[src/common/cache_pkg.sv]
// shared word and address types, word size and controller state type
`default_nettype none

package cache_pkg;

    parameter int WORD_SIZE = 32; // bits per data word

    typedef logic [WORD_SIZE-1:0] word_t;
    typedef logic [31:0]          addr_t; // byte address

    // controller states
    typedef enum logic [2:0] {
        IDLE,
        WRITEBACK,  // victim block out to memory
        FETCH,      // block fill from memory
        PASS,       // uncached access
        FLUSH_SCAN, // look at one frame
        FLUSH_WB,   // write back a dirty frame
        CLEAR
    } cache_state_t;

endpackage

`default_nettype wire

[src/l1_cache/cache_controller.sv]
// cache controller FSM for hits, miss write-back and fill, pass-through, flush and clear
`default_nettype none

module cache_controller #(
    parameter int                CACHE_SIZE          = 1024,
    parameter int                BLOCK_SIZE          = 2,
    parameter int                ASSOC               = 1,
    parameter cache_pkg::addr_t  NONCACHE_START_ADDR = 32'h8000_0000,
    localparam int N_SETS     = CACHE_SIZE / (BLOCK_SIZE * cache_pkg::WORD_SIZE / 8) / ASSOC,
    localparam int SET_BITS   = $clog2(N_SETS),
    localparam int BLOCK_BITS = $clog2(BLOCK_SIZE),
    localparam int TAG_BITS   = 32 - SET_BITS - BLOCK_BITS - 2,
    localparam int SEL_BITS   = SET_BITS + 1 + BLOCK_BITS
) (
    input  wire logic              CLK,
    input  wire logic              nRST,
    input  wire logic              flush,
    input  wire logic              clear,
    output logic                   flush_done,
    output logic                   clear_done,
    input  wire logic              proc_ren,
    input  wire logic              proc_wen,
    input  wire cache_pkg::addr_t  proc_addr,
    input  wire cache_pkg::word_t  proc_wdata,
    output cache_pkg::word_t       proc_rdata,
    output logic                   proc_busy,
    output logic                   mem_ren,
    output logic                   mem_wen,
    output cache_pkg::addr_t       mem_addr,
    output cache_pkg::word_t       mem_wdata,
    input  wire cache_pkg::word_t  mem_rdata,
    input  wire logic              mem_busy,
    output logic [SET_BITS-1:0]    scan_set,
    output logic                   scan_way,
    output logic                   fill_we,
    output logic                   set_dirty,
    output logic                   clean_we,
    output logic                   inval_all,
    output logic                   touch,
    input  wire logic              hit,
    input  wire logic              hit_way,
    input  wire logic              victim_way,
    input  wire logic              victim_dirty,
    input  wire logic [TAG_BITS-1:0] victim_tag,
    input  wire logic              scan_valid,
    input  wire logic              scan_dirty,
    input  wire logic [TAG_BITS-1:0] scan_tag,
    output logic [SEL_BITS-1:0]    word_sel,
    output logic                   data_we,
    output cache_pkg::word_t       data_wdata,
    input  wire cache_pkg::word_t  data_rdata
);

    cache_pkg::cache_state_t state, state_n;

    logic [BLOCK_BITS-1:0] word_cnt, word_cnt_n;
    logic [SET_BITS-1:0]   set_cnt, set_cnt_n;
    logic                  way_cnt, way_cnt_n;
    logic                  flush_fin; // last frame scanned, clean

    // request address fields
    logic [TAG_BITS-1:0]   req_tag;
    logic [SET_BITS-1:0]   req_set;
    logic [BLOCK_BITS-1:0] req_word;
    logic                  req, uncached, last_word, last_frame;

    assign req_tag  = proc_addr[31 -: TAG_BITS];
    assign req_set  = proc_addr[BLOCK_BITS+2 +: SET_BITS];
    assign req_word = proc_addr[2 +: BLOCK_BITS];
    assign req      = proc_ren | proc_wen;
    assign uncached = proc_addr >= NONCACHE_START_ADDR;

    assign last_word  = word_cnt == BLOCK_BITS'(BLOCK_SIZE - 1);
    assign last_frame = (set_cnt == SET_BITS'(N_SETS - 1)) && (way_cnt == 1'(ASSOC - 1));

    assign scan_set = set_cnt;
    assign scan_way = way_cnt;

    always_comb begin
        state_n    = state;
        word_cnt_n = word_cnt;
        set_cnt_n  = set_cnt;
        way_cnt_n  = way_cnt;
        proc_busy  = 1'b1;
        proc_rdata = data_rdata;
        mem_ren    = 1'b0;
        mem_wen    = 1'b0;
        mem_addr   = {req_tag, req_set, word_cnt, 2'b00}; // fill address
        mem_wdata  = data_rdata;
        word_sel   = {req_set, victim_way, word_cnt};
        data_we    = 1'b0;
        data_wdata = mem_rdata;
        fill_we    = 1'b0;
        set_dirty  = 1'b0;
        clean_we   = 1'b0;
        inval_all  = 1'b0;
        touch      = 1'b0;
        flush_fin  = 1'b0;

        case (state)
            cache_pkg::IDLE: begin
                word_sel   = {req_set, hit_way, req_word};
                data_wdata = proc_wdata;
                if (flush) begin
                    state_n    = cache_pkg::FLUSH_SCAN;
                    set_cnt_n  = '0;
                    way_cnt_n  = 1'b0;
                    word_cnt_n = '0;
                end else if (clear) begin
                    state_n = cache_pkg::CLEAR;
                end else if (req && uncached) begin
                    state_n = cache_pkg::PASS;
                end else if (req && hit) begin
                    proc_busy = 1'b0; // zero wait hit
                    touch     = 1'b1;
                    data_we   = proc_wen;
                    set_dirty = proc_wen;
                end else if (req) begin
                    state_n = victim_dirty ? cache_pkg::WRITEBACK : cache_pkg::FETCH;
                end
            end
            cache_pkg::PASS: begin
                mem_ren    = proc_ren;
                mem_wen    = proc_wen;
                mem_addr   = proc_addr;
                mem_wdata  = proc_wdata;
                proc_busy  = mem_busy;
                proc_rdata = mem_rdata;
                if (!mem_busy) begin
                    state_n = cache_pkg::IDLE;
                end
            end
            cache_pkg::WRITEBACK: begin
                mem_wen  = 1'b1;
                mem_addr = {victim_tag, req_set, word_cnt, 2'b00};
                if (!mem_busy) begin
                    word_cnt_n = word_cnt + 1'b1; // wraps to 0 after last word
                    if (last_word) begin
                        state_n = cache_pkg::FETCH;
                    end
                end
            end
            cache_pkg::FETCH: begin
                mem_ren = 1'b1;
                if (!mem_busy) begin
                    data_we    = 1'b1;
                    word_cnt_n = word_cnt + 1'b1;
                    if (last_word) begin
                        fill_we = 1'b1; // frame valid, request hits next cycle
                        state_n = cache_pkg::IDLE;
                    end
                end
            end
            cache_pkg::FLUSH_SCAN: begin
                if (scan_valid && scan_dirty) begin
                    state_n = cache_pkg::FLUSH_WB;
                end else if (last_frame) begin
                    inval_all = 1'b1;
                    flush_fin = 1'b1;
                    state_n   = cache_pkg::IDLE;
                end else begin
                    // next way, then next set
                    way_cnt_n = (way_cnt == 1'(ASSOC - 1)) ? 1'b0 : 1'b1;
                    if (way_cnt == 1'(ASSOC - 1)) begin
                        set_cnt_n = set_cnt + 1'b1;
                    end
                end
            end
            cache_pkg::FLUSH_WB: begin
                mem_wen  = 1'b1;
                mem_addr = {scan_tag, set_cnt, word_cnt, 2'b00};
                word_sel = {set_cnt, way_cnt, word_cnt};
                if (!mem_busy) begin
                    word_cnt_n = word_cnt + 1'b1;
                    if (last_word) begin
                        clean_we = 1'b1; // rescan sees it clean and moves on
                        state_n  = cache_pkg::FLUSH_SCAN;
                    end
                end
            end
            cache_pkg::CLEAR: begin
                inval_all = 1'b1;
                state_n   = cache_pkg::IDLE;
            end
            default: begin
                state_n = cache_pkg::IDLE;
            end
        endcase
    end

    always_ff @(posedge CLK or negedge nRST) begin
        if (!nRST) begin
            state      <= cache_pkg::IDLE;
            word_cnt   <= '0;
            set_cnt    <= '0;
            way_cnt    <= 1'b0;
            flush_done <= 1'b0;
            clear_done <= 1'b0;
        end else begin
            state      <= state_n;
            word_cnt   <= word_cnt_n;
            set_cnt    <= set_cnt_n;
            way_cnt    <= way_cnt_n;
            flush_done <= flush_fin;                     // one cycle after invalidate
            clear_done <= state == cache_pkg::CLEAR;
        end
    end

    // memory port carries one direction at a time, also in pass-through
    a_mem_one_dir: assert property (@(posedge CLK) disable iff (!nRST)
        !(mem_ren && mem_wen));

    // processor only sees completion for a pending access
    a_busy_low_req: assert property (@(posedge CLK) disable iff (!nRST)
        !proc_busy |-> (proc_ren || proc_wen));

endmodule

`default_nettype wire

[config.mk]
export PLATFORM = sky130hd
export DESIGN_NAME = cache_controller
export DESIGN_NICKNAME = d
export VERILOG_FILES = /design/src/common/cache_pkg.sv /design/src/l1_cache/cache_controller.sv
export SDC_FILE = /design/constraint.sdc
export NUM_CORES = 1
export LEC_CHECK = 0
export ABC_AREA = 0
export BUFFER_PORTS_ARGS = -buffer_cell sky130_fd_sc_hd__buf_4
export CORE_AREA = 5 5 130 132
export CTS_BUF_LIST = sky130_fd_sc_hd__clkbuf_8 sky130_fd_sc_hd__clkbuf_16
export DETAILED_ROUTE_END_ITERATION = 6
export DIE_AREA = 0 0 135 137
export PLACE_DENSITY = 0.5
export RECOVER_POWER = 50
export SYNTH_ARGS = -nofsm -noshare
export SYNTH_HDL_FRONTEND = slang
export SYNTH_SLANG_ARGS = --single-unit
[constraint.sdc]
create_clock -name CLK -period 4.35 [get_ports CLK]
set_clock_uncertainty 0.15 [all_clocks]
set_input_delay 0.435 -clock CLK [delete_from_list [all_inputs] [get_ports CLK]]
set_output_delay 0.435 -clock CLK [all_outputs]
set_load 0.005 [all_outputs]
==> results of run 1 <==
report_power, final:
part / internal, mW / total, mW / switching [mW]
Combinational: 0.706 / 1.42 / 0.717
Sequential: 0.154 / 0.236 / 0.0817
Clock: 0.122 / 0.175 / 0.0537
Total: 0.982 / 1.83 / 0.853
logic make-up (layout without fill, tap and decap cells):
logic type / count (synthesis) / after routing / share of synthesized area [%]
AND/OR/NAND/NOR: 335 / 335 / 52.51
AO/OA/AOI/OAI: 51 / 51 / 11.66
multiplexers: 42 / 42 / 16.77
buffers and inverters: 38 / 356 / 6.020
flip-flops: 13 / 13 / 12.42
adder cells (fa/ha/maj): 1 / 1 / 0.4777
other: 1 / 1 / 0.1432
state kept, by name, summed over array words and instances (netlist names):
name and cells:
last_word 1, scan_set 7, clear_done 1, flush_done 1, state 3
cell type report:
| type | count | area, sq um |
|---|---|---|
| clock inverters | 1 | 3.754 |
| inverters | 6 | 22.52 |
| flip-flops and latches | 13 | 325.3 |
| repair buffers | 346 | 2532 |
| clock buffers | 3 | 75.07 |
| multi-input cells | 430 | 2145 |
| well taps | 216 | 270.3 |
| fillers | 1772 | 10220 |
per-stage QoR:
| stage | utilization [%] | instances |
|---|---|---|
| 2_1_floorplan | - | 481 |
| 3_3_place_gp | 34.38 | 1010 |
| 3_5_place_dp | 34.38 | 1010 |
| 4_1_cts | 34.95 | 1015 |
| 5_1_grt | 34.45 | 1015 |
| 6_report | 34.45 | 1015 |
layer usage:
metal	share of wire [%]	global-route usage, %	routed length, um	vias up
met1	38	18.15	6012	1852
met2	50	27.15	7883	186
li1	-	-	-	2188
met3	9.3	5.110	1456	20
met4	1.8	3.303	277	0
met5	0	0	0	-
worst paths after layout:
check                                 start       endpoint  cells after the start
worst max-delay path               state[0]  mem_wdata[13]                      4
worst min-delay path            scan_set[4]    scan_set[4]                      1
worst max register to register     state[0]       state[0]                      5
worst min register to register  scan_set[4]    scan_set[4]                      1
max in group asynchronous              nRST     flush_done                      2
min in group asynchronous              nRST    scan_set[4]                      2
worst reg2reg max path: stages, from the launching register on:
cell,delay [ns]
sky130_fd_sc_hd__dfrtp_1,0.66
sky130_fd_sc_hd__or3_1,0.69
sky130_fd_sc_hd__buf_4,0.41
sky130_fd_sc_hd__nor3_4,0.06
sky130_fd_sc_hd__a222oi_1,0.45
sky130_fd_sc_hd__mux2_1,0.37
placed cells by master, fill, tap and decap left out, types with 2 or more instances in the layout:
cell,n
sky130_fd_sc_hd__nand3_1,8
sky130_fd_sc_hd__nand2_1,294
sky130_fd_sc_hd__nor3_4,2
sky130_fd_sc_hd__or4_1,2
sky130_fd_sc_hd__and2_1,2
sky130_fd_sc_hd__o21ai_0,28
sky130_fd_sc_hd__a21boi_0,2
sky130_fd_sc_hd__buf_4,297
sky130_fd_sc_hd__clkbuf_16,3
sky130_fd_sc_hd__a31oi_1,2
sky130_fd_sc_hd__mux2i_1,27
sky130_fd_sc_hd__o211ai_1,3
sky130_fd_sc_hd__nor3_1,2
sky130_fd_sc_hd__nand2b_1,5
sky130_fd_sc_hd__o21a_1,2
sky130_fd_sc_hd__clkbuf_1,18
sky130_fd_sc_hd__nor2_1,7
sky130_fd_sc_hd__dfrtp_1,13
sky130_fd_sc_hd__and2_0,2
sky130_fd_sc_hd__mux2_2,14
sky130_fd_sc_hd__a21oi_1,5
sky130_fd_sc_hd__inv_1,7
sky130_fd_sc_hd__o31ai_1,3
sky130_fd_sc_hd__clkbuf_4,30
==> qor.csv, run 1 <==
metric,value,unit
power-per-cell-area,341.4,nW/um^2
grt_overflow_total,0,
postSynthCellCount,481,
async_reset_ff_share,100.0,%
synthTopCellsByArea,"sky130_fd_sc_hd__nand2_1, sky130_fd_sc_hd__dfrtp_1, sky130_fd_sc_hd__mux2i_1, sky130_fd_sc_hd__mux2_2, sky130_fd_sc_hd__o21ai_0",
grt_antenna_before_repair,0,
avgViaCountPerCell,4.183,
dieHeight,137,um
p_total,1.835,mW
synth_top_area_cell,sky130_fd_sc_hd__nand2_1,
synth.cells.most_frequent,"sky130_fd_sc_hd__nand2_1, sky130_fd_sc_hd__o21ai_0, sky130_fd_sc_hd__mux2i_1",
yosys.area.top_type_share,42.14,%
yosysMostFrequentCell,sky130_fd_sc_hd__nand2_1,
layout-drive-gt1-share,43.93,%
post_synth_instance_area,2619,sq um
flip_flop_and_latch_count_after_synthesis,13,
max_freq,289.0,MHz
fp.dieArea,18500,sq um
gp_routability_congestion,0.8261,
layout_worst_path_cycle_share,79.53,%
worstPathBufferInverterCount,1,
cts.path.max_buffers,2,
floorplan.die.width,135,um
fin_crit,3.460,ns
reg_clk_slew_reported_paths,0.05,ns
timing_max_transition_violations_final,0,
cts_hold_repair.buffers,1,
post_synth_num_cell_types,44,
postRouteAntennaNets,0,
first_pass_iteration_count_of_the_detailed_router,4,
grt_pass1_wl,22770,um
initial_core_util,16.79,%
setup_violation_total_in_the_final_timing_report,0,
worst_path_largest_cell_delay,1.15,ns
critical-path-top-delay-family,simple AND/OR/NAND/NOR gates,
cp.required,3.76,ns
power.static_leakage,3.080,nW
design.core.area,15600,sq um
rsz0062_at_grt,false,
main_flop_type_after_synthesis,sky130_fd_sc_hd__dfrtp_1,
areaGrowthSynthToFinish,105.2,%
finalSetupTns,0,ns
max_cap_violations,0,
criticalPathCategory,reg -> out,
postCtsSetupBuffers,0,
cp_data_arrival_time,2.87,ns
mappedNetlistNets,667,
post_synth.cell_area_avg,5.444,sq um
stdcell_area,5374,sq um
ys_warn_count,0,
clock_tree.htree_level_count,1,
io_buffers,339,
worstHoldPathType,reg -> reg,
worst_case_setup_margin_in_the_final_layout,0.8904,ns
drt-wirelength-per-cell,15.40,um
worstPathCellList,nand3_1 > nand2_1 > nand2_1 > buf_4,
endpoint_kind,primary output,
clock_tree.root_cell,sky130_fd_sc_hd__clkbuf_16,
clock_latency,0.24,ns
dpl_cell_area,5363,sq um
cell_mode_on_critical_path,sky130_fd_sc_hd__nand2_1,
grt_max_degree,46,
via_count_of_the_first_global_routing_pass,4224,
remaining_drc_errors,0,
fin_nets,986,
status,"finished, final reports clean",
number_of_primary_i_o_pins,341,
hold_ws,0.4142,ns
hold_viol,0,
slew-limit-headroom,1.815,%
vias,4246,
ir_worst_vdd,0.1402,mV
floorplan.rows,46,
detailed_place_hpwl,13070,um
ctsResizeCount,0,
place_ws,1.373,ns
grt_use_total,15.36,%
library_cell_contributing_the_largest_single_delay_on_the_critical_path,sky130_fd_sc_hd__nand3_1,
worst-path-max-fanout,33,
synth_enable_flop_cells,0,
drt_first_iter_violations,117,
drt-total-wl,15630,um
clock_sink_count,13,
cts_tree,built,
numCtsBuffers,3,
startpoint_kind_of_the_worst_setup_timing_path,flip-flop,
antenna_cells_inserted,0,
timing_worst_slew_pin_value,1.469,ns
regToRegSetupSlack,1.45,ns
seq_area_frac_synth,12.42,%
(Power assumes the default switching activity.)
==> inputs of run 2 (changes only) <==
--- a/config.mk
+++ b/config.mk
@@ -7,11 +7,11 @@
 export LEC_CHECK = 0
 export ABC_AREA = 0
 export BUFFER_PORTS_ARGS = -buffer_cell sky130_fd_sc_hd__buf_4
-export CORE_AREA = 5 5 130 132
+export CORE_AREA = 5 5 128 130
 export CTS_BUF_LIST = sky130_fd_sc_hd__clkbuf_8 sky130_fd_sc_hd__clkbuf_16
 export DETAILED_ROUTE_END_ITERATION = 6
-export DIE_AREA = 0 0 135 137
-export PLACE_DENSITY = 0.5
+export DIE_AREA = 0 0 133 135
+export PLACE_DENSITY = 0.53
 export RECOVER_POWER = 50
 export SYNTH_ARGS = -nofsm -noshare
 export SYNTH_HDL_FRONTEND = slang
==> constraint.sdc (replaced) <==
create_clock -name CLK -period 3 [get_ports CLK]
set_clock_uncertainty 0.15 [all_clocks]
set_input_delay 0.3 -clock CLK [delete_from_list [all_inputs] [get_ports CLK]]
set_output_delay 0.3 -clock CLK [all_outputs]
set_load 0.005 [all_outputs]
==> run 2 against run 1 <==
Effect of this change: sequential power rose by 39%; critical path depth increased by 2; flip-flop and latch count unchanged; cell area down 0.35%; critical path type unchanged; highest routed layer unchanged.
==> qor.csv, run 2 (synthesis results as in run 1) <==
metric,value,unit,change
drt-total-wl,15070,um,-3.6%
avgViaCountPerCell,4.310,,+3.0%
fp.dieArea,17960,sq um,-2.9%
drt-wirelength-per-cell,15.21,um,-1.2%
initial_core_util,17.42,%,+0.63 points
worstHoldPathType,in -> reg,,
first_pass_iteration_count_of_the_detailed_router,5,,+1
multiInputGateArea,2137,sq um,-0.35%
floorplan.rows,45,,-2.2%
io_buffers,339,,unchanged
gp_routability_congestion,0.8221,,-0.48%
remaining_drc_errors,0,,unchanged
status,"finished, final reports clean",,
areaGrowthSynthToFinish,104.5,%,
clock_latency,0.24,ns,about the same
clock_tree.htree_level_count,1,,unchanged
startpoint_kind_of_the_worst_setup_timing_path,flip-flop,,
layout-drive-gt1-share,43.96,%,about the same
grt_overflow_total,0,,unchanged
hold_viol,0,,unchanged
layout_worst_path_cycle_share,87.62,%,
antenna_cells_inserted,0,,unchanged
number_of_fillers_in_the_final_layout,1683,,-5.0%
detailed_place_hpwl,12570,um,-3.8%
endpoint_kind,primary output,,
global_route.usage.met1,18.11,%,-0.037 points
clock_sink_count,13,,unchanged
dpl_cell_area,5353,sq um,-0.19%
seqCellArea,325.3,sq um,unchanged
global_routing_usage_on_met3,4.844,%,-0.27 points
vias,4271,,+0.59%
power-per-cell-area,491.6,nW/um^2,+44%
flip_flop_count_of_the_largest_register_after_layout,7,,unchanged
design.core.area,15030,sq um,-3.6%
cp.required,2.55,ns,-1.21 ns
max_cap_violations,0,,unchanged
timing_worst_slew_pin_value,0.7813,ns,-0.6874 ns
cts_tree,built,,
max_freq,380.4,MHz,
grt_antenna_before_repair,0,,unchanged
postRouteAntennaNets,0,,unchanged
cts.path.max_buffers,2,,unchanged
finalSetupTns,0,ns,unchanged
rsz0062_at_grt,false,,
drt_first_iter_violations,172,,+47%
global_route.peak_usage_layer,met2,,
slew-limit-headroom,47.92,%,+46 points
fin_nets,990,,+0.41%
fin_crit,2.629,ns,
global_route.usage.met2,28.53,%,+1.4 points
grt_use_total,15.35,%,-0.017 points
setup_violation_total_in_the_final_timing_report,0,,unchanged
cp_data_arrival_time,2.18,ns,-0.69 ns
reg_clk_slew_reported_paths,0.05,ns,about the same
timing_max_transition_violations_final,0,,unchanged
grt_max_degree,39,,-15%
worst_r2r_startpoint,state[1],,
floorplan.die.width,133,um,-1.5%
mostFrequentLayoutCells,"sky130_fd_sc_hd__nand2_1, sky130_fd_sc_hd__buf_4, sky130_fd_sc_hd__clkbuf_4, sky130_fd_sc_hd__o21ai_0, sky130_fd_sc_hd__mux2i_1",,
stdcell_area,5355,sq um,-0.35%
ir_worst_vdd,0.3119,mV,+120%
worst-path-max-fanout,33,,unchanged
ctsResizeCount,0,,unchanged
place_ws,0.7563,ns,-0.6172 ns
power.static_leakage,3.094,nW,+0.43%
via_count_of_the_first_global_routing_pass,4226,,+0.047%
criticalPathCategory,reg -> out,,
mostFrequentLayoutCell,sky130_fd_sc_hd__nand2_1,,
dieHeight,135,um,-1.5%
worst_case_setup_margin_in_the_final_layout,0.3713,ns,-0.5191 ns
hold_wc_startpoint,flush,,
clock_tree.root_cell,sky130_fd_sc_hd__clkbuf_16,,
grt_pass1_wl,22450,um,-1.4%
p_total,2.632,mW,+43%
worstSetupStartpoint,state[0],,
numCtsBuffers,3,,unchanged
number_of_primary_i_o_pins,341,,unchanged
[run 2: cell count changes in the layout (fill, tap and decap cells not counted)]
cell                       change
sky130_fd_sc_hd__and2_0        +1
sky130_fd_sc_hd__and2_1        -1
sky130_fd_sc_hd__buf_1         +1
sky130_fd_sc_hd__buf_4         -4
sky130_fd_sc_hd__clkbuf_2      +1
sky130_fd_sc_hd__clkbuf_4      +6
sky130_fd_sc_hd__nor2_1        +1
sky130_fd_sc_hd__nor2_4        -1
[run 2: layer usage]
metal,share of wire (%),vias to the layer above,routed length [um]
met5,0,-,0
met4,0.50,0,75
met3,9.0,8,1362
met2,52,190,7857
met1,38,1873,5778
li1,-,2200,-
[run 2: worst paths after layout]
| kind | to | slack (ns) | cells after the start |
|---|---|---|---|
| setup / recovery | data_wdata[26] | 0.37 | 6 |
| hold / removal | scan_set[1] | 0.34 | 4 |
| setup reg to reg | state[0] | 0.63 | 5 |
| hold reg to reg | scan_set[4] | 0.40 | 1 |
| max in group asynchronous | last_word | 1.71 | 2 |
| min in group asynchronous | scan_set[1] | 0.50 | 2 |
[run 2: where the power goes]
part	switching (mW)	internal (mW)	leakage, nW
Sequential	0.103	0.224	0.172
Clock	0.0721	0.176	0.0423
Combinational	1.05	1.01	2.88
Total	1.23	1.41	3.09
[run 2: stage by stage]
step                std cells  hold WS [ns]  utilization, %
finish                    991        0.3392           35.62
global route              991        0.3757           35.62
CTS                       991        0.3032           36.20
detailed placement        986      0.009538           35.61
global placement          986      0.007606           35.61
floorplan                 481       -0.1456               -
[run 2: area by class of cell]
cell class              instances  share of cell area (%)
multi-input cells             430                   39.91
inverters                       6                  0.4206
flip-flops and latches         13                   6.075
well taps                     188                   4.393
clock buffers                   3                   1.402
clock inverters                 1                 0.07009
repair buffers                350                   47.73
[run 2: repair_timing]
action / 4_1_cts / 5_1_grt
setup buffers: 0 / 0
setup endpoints to repair: 0 / 0
hold endpoints to repair: 13 / 0
hold buffers: 1 / 0
[run 2: critical path, cell delays in order (launching register included)]
cell	delay (ns)
sky130_fd_sc_hd__dfrtp_1	0.47
sky130_fd_sc_hd__clkbuf_1	0.24
sky130_fd_sc_hd__nor3_4	0.22
sky130_fd_sc_hd__clkbuf_2	0.64
sky130_fd_sc_hd__nand2_1	0.12
sky130_fd_sc_hd__nand2_1	0.10
sky130_fd_sc_hd__clkbuf_4	0.13
==> inputs of run 3 (changes only) <==
--- a/config.mk
+++ b/config.mk
@@ -7,11 +7,11 @@
 export LEC_CHECK = 0
 export ABC_AREA = 0
 export BUFFER_PORTS_ARGS = -buffer_cell sky130_fd_sc_hd__buf_4
-export CORE_AREA = 5 5 128 130
+export CORE_AREA = 5 5 130 132
 export CTS_BUF_LIST = sky130_fd_sc_hd__clkbuf_8 sky130_fd_sc_hd__clkbuf_16
 export DETAILED_ROUTE_END_ITERATION = 6
-export DIE_AREA = 0 0 133 135
-export PLACE_DENSITY = 0.53
+export DIE_AREA = 0 0 135 137
+export PLACE_DENSITY = 0.5
 export RECOVER_POWER = 50
 export SYNTH_ARGS = -nofsm -noshare
 export SYNTH_HDL_FRONTEND = slang
==> constraint.sdc (replaced) <==
create_clock -name CLK -period 3.2 [get_ports CLK]
set_clock_uncertainty 0.15 [all_clocks]
set_input_delay 0.32 -clock CLK [delete_from_list [all_inputs] [get_ports CLK]]
set_output_delay 0.32 -clock CLK [all_outputs]
set_load 0.005 [all_outputs]
==> run 3 against run 2 <==
Effect of this change: clock power fell by 6%; worst setup slack got worse by 0.055 ns; routed wire length rose by 3.1%; sequential share of layout area is 0.072 points lower; die area grew 3.0%; register-to-register slack improved by 0.19 ns; core utilization down 0.88 points; hold slack worse by 0.0072 ns; via count rose by 0.23%; critical path type unchanged; largest power group unchanged.
==> qor.csv, run 3 (synthesis results as in run 1) <==
metric,value,unit,change
cts_tree,built,,
gp_routability_congestion,0.7745,,-5.8%
design.core.area,15600,sq um,+3.8%
power.share.clock,9.2,%,-0.2 points
seqPwrFrac,12.6,%,+0.2 points
power-per-cell-area,464.4,nW/um^2,-5.5%
fp.dieArea,18500,sq um,+3.0%
drt_first_iter_violations,178,,+3.5%
regToRegSetupSlack,0.82,ns,+0.19 ns
layout_worst_path_cycle_share,90.11,%,
fin_nets,989,,-0.10%
areaGrowthSynthToFinish,106.9,%,
grt_overflow_total,0,,unchanged
io_buffers,339,,unchanged
avgViaCountPerCell,4.205,,-2.4%
power.static_leakage,3.111,nW,+0.57%
grt_max_degree,46,,+18%
antenna_cells_inserted,0,,unchanged
remaining_drc_errors,0,,unchanged
endpoint_kind,primary output,,
ir_worst_vdd,0.1883,mV,-40%
dieHeight,137,um,+1.5%
detailed_place_hpwl,13080,um,+4.0%
criticalPathCategory,reg -> out,,
mostFrequentLayoutCells,"sky130_fd_sc_hd__buf_4, sky130_fd_sc_hd__nand2_1, sky130_fd_sc_hd__clkbuf_4, sky130_fd_sc_hd__o21ai_0, sky130_fd_sc_hd__mux2i_1",,
drt-total-wl,15540,um,+3.1%
via_count_of_the_first_global_routing_pass,4108,,-2.8%
timing_max_transition_violations_final,0,,unchanged
cp_data_arrival_time,2.41,ns,+0.23 ns
fin_crit,2.884,ns,
cts.path.max_buffers,2,,unchanged
switching_share,46.16,%,-0.45 points
grt_pass1_wl,22340,um,-0.49%
clock_latency,0.24,ns,about the same
drt-wirelength-per-cell,15.27,um,+0.37%
flip_flop_count_of_the_largest_register_after_layout,7,,unchanged
worstHoldPathType,in -> reg,,
routed-wl-met2,7928,um,+0.90%
comb_power_share,78.2,%,about the same
slew-limit-headroom,29.61,%,-18 points
mostFrequentLayoutCell,sky130_fd_sc_hd__buf_4,,
postRouteAntennaNets,0,,unchanged
rsz0062_at_grt,false,,
ctsResizeCount,0,,unchanged
intPower,1.355,mW,-3.6%
grt_use_total,15.08,%,-0.27 points
wl_met3,1245,um,-8.6%
finalSetupTns,0,ns,unchanged
worst-path-max-fanout,16,,-52%
floorplan.rows,46,,+2.2%
timing_worst_slew_pin_value,1.050,ns,+0.2689 ns
layout-drive-gt1-share,44.64,%,+0.68 points
vias,4281,,+0.23%
max_cap_violations,0,,unchanged
numCtsBuffers,3,,unchanged
setup_violation_total_in_the_final_timing_report,0,,unchanged
startpoint_kind_of_the_worst_setup_timing_path,flip-flop,,
initial_core_util,16.79,%,-0.63 points
clock_tree.root_cell,sky130_fd_sc_hd__clkbuf_16,,
clock_tree.htree_level_count,1,,unchanged
floorplan.die.width,135,um,+1.5%
reg_clk_slew_reported_paths,0.05,ns,about the same
cp.required,2.73,ns,+0.18 ns
first_pass_iteration_count_of_the_detailed_router,6,,+1
final_core_util,34.74,%,-0.88 points
clock_sink_count,13,,unchanged
detail_route.wirelength.met1,6198,um,+7.3%
maxUsedRoutingLayer,met4,,
status,"finished, final reports clean",,
max_freq,346.8,MHz,
hold_viol,0,,unchanged
number_of_primary_i_o_pins,341,,unchanged
p_switching,1.162,mW,-5.3%
grt_antenna_before_repair,0,,unchanged
[run 3: repair_timing]
action | in CTS | in global routing
endpoints found under the hold margin | 13 | 0
hold buffers | 1 | 0
setup buffers | 0 | 0
[run 3: worst max-delay path: stages (launching register included)]
cell                       delay [ns]
sky130_fd_sc_hd__dfrtp_1         0.55
sky130_fd_sc_hd__nor3_2          0.90
sky130_fd_sc_hd__clkbuf_2        0.43
sky130_fd_sc_hd__nand2_1         0.09
sky130_fd_sc_hd__nand2_1         0.06
sky130_fd_sc_hd__clkbuf_4        0.13
[run 3: layout make-up]
cell class	instances	area, sq um
multi-input combinational	430	2132
timing repair buffer	349	2590
clock inverter	1	3.754
fill	1772	10180
sequential	13	325.3
tap	216	270.3
clock buffer	3	75.07
inverter	6	22.52
[run 3: per-stage QoR]
stage	hold slack [ns]	power, mW	setup slack, ns	instance area [sq um]	instances
after CTS	0.3166	2.643	0.4342	5499	1018
after floorplan	-0.1256	1.253	1.193	2619	481
after global placement	0.02949	2.404	0.7634	5410	1013
after global routing	0.3572	2.757	0.1271	5419	1018
final	0.3320	2.517	0.3164	5419	1018
after detailed placement	0.02836	2.398	0.7026	5410	1013
[run 3: power groups by stage]
stage	clock network [mW]	registers [mW]	logic, mW
2_1_floorplan	0	0.254	0.999
3_3_place_gp	0	0.325	2.08
3_5_place_dp	0	0.326	2.07
4_1_cts	0.238	0.324	2.08
5_1_grt	0.247	0.333	2.18
6_report	0.232	0.317	1.97
[run 3: path summary, 6_finish.rpt]
check	start	to	cells past startpoint
max reg2reg	state[0]	state[0]	5
max	state[0]	data_wdata[18]	5
min reg2reg	scan_set[4]	scan_set[4]	1
max in group asynchronous	nRST	state[0]	2
min	flush	scan_set[1]	4
min in group asynchronous	nRST	scan_set[2]	2
[run 3: metal layers]
metal,vias to the layer above,global-route usage (%)
met4,0,2.520
met5,-,0
met1,1888,18.68
li1,2198,-
met2,181,26.74
met3,14,3.934
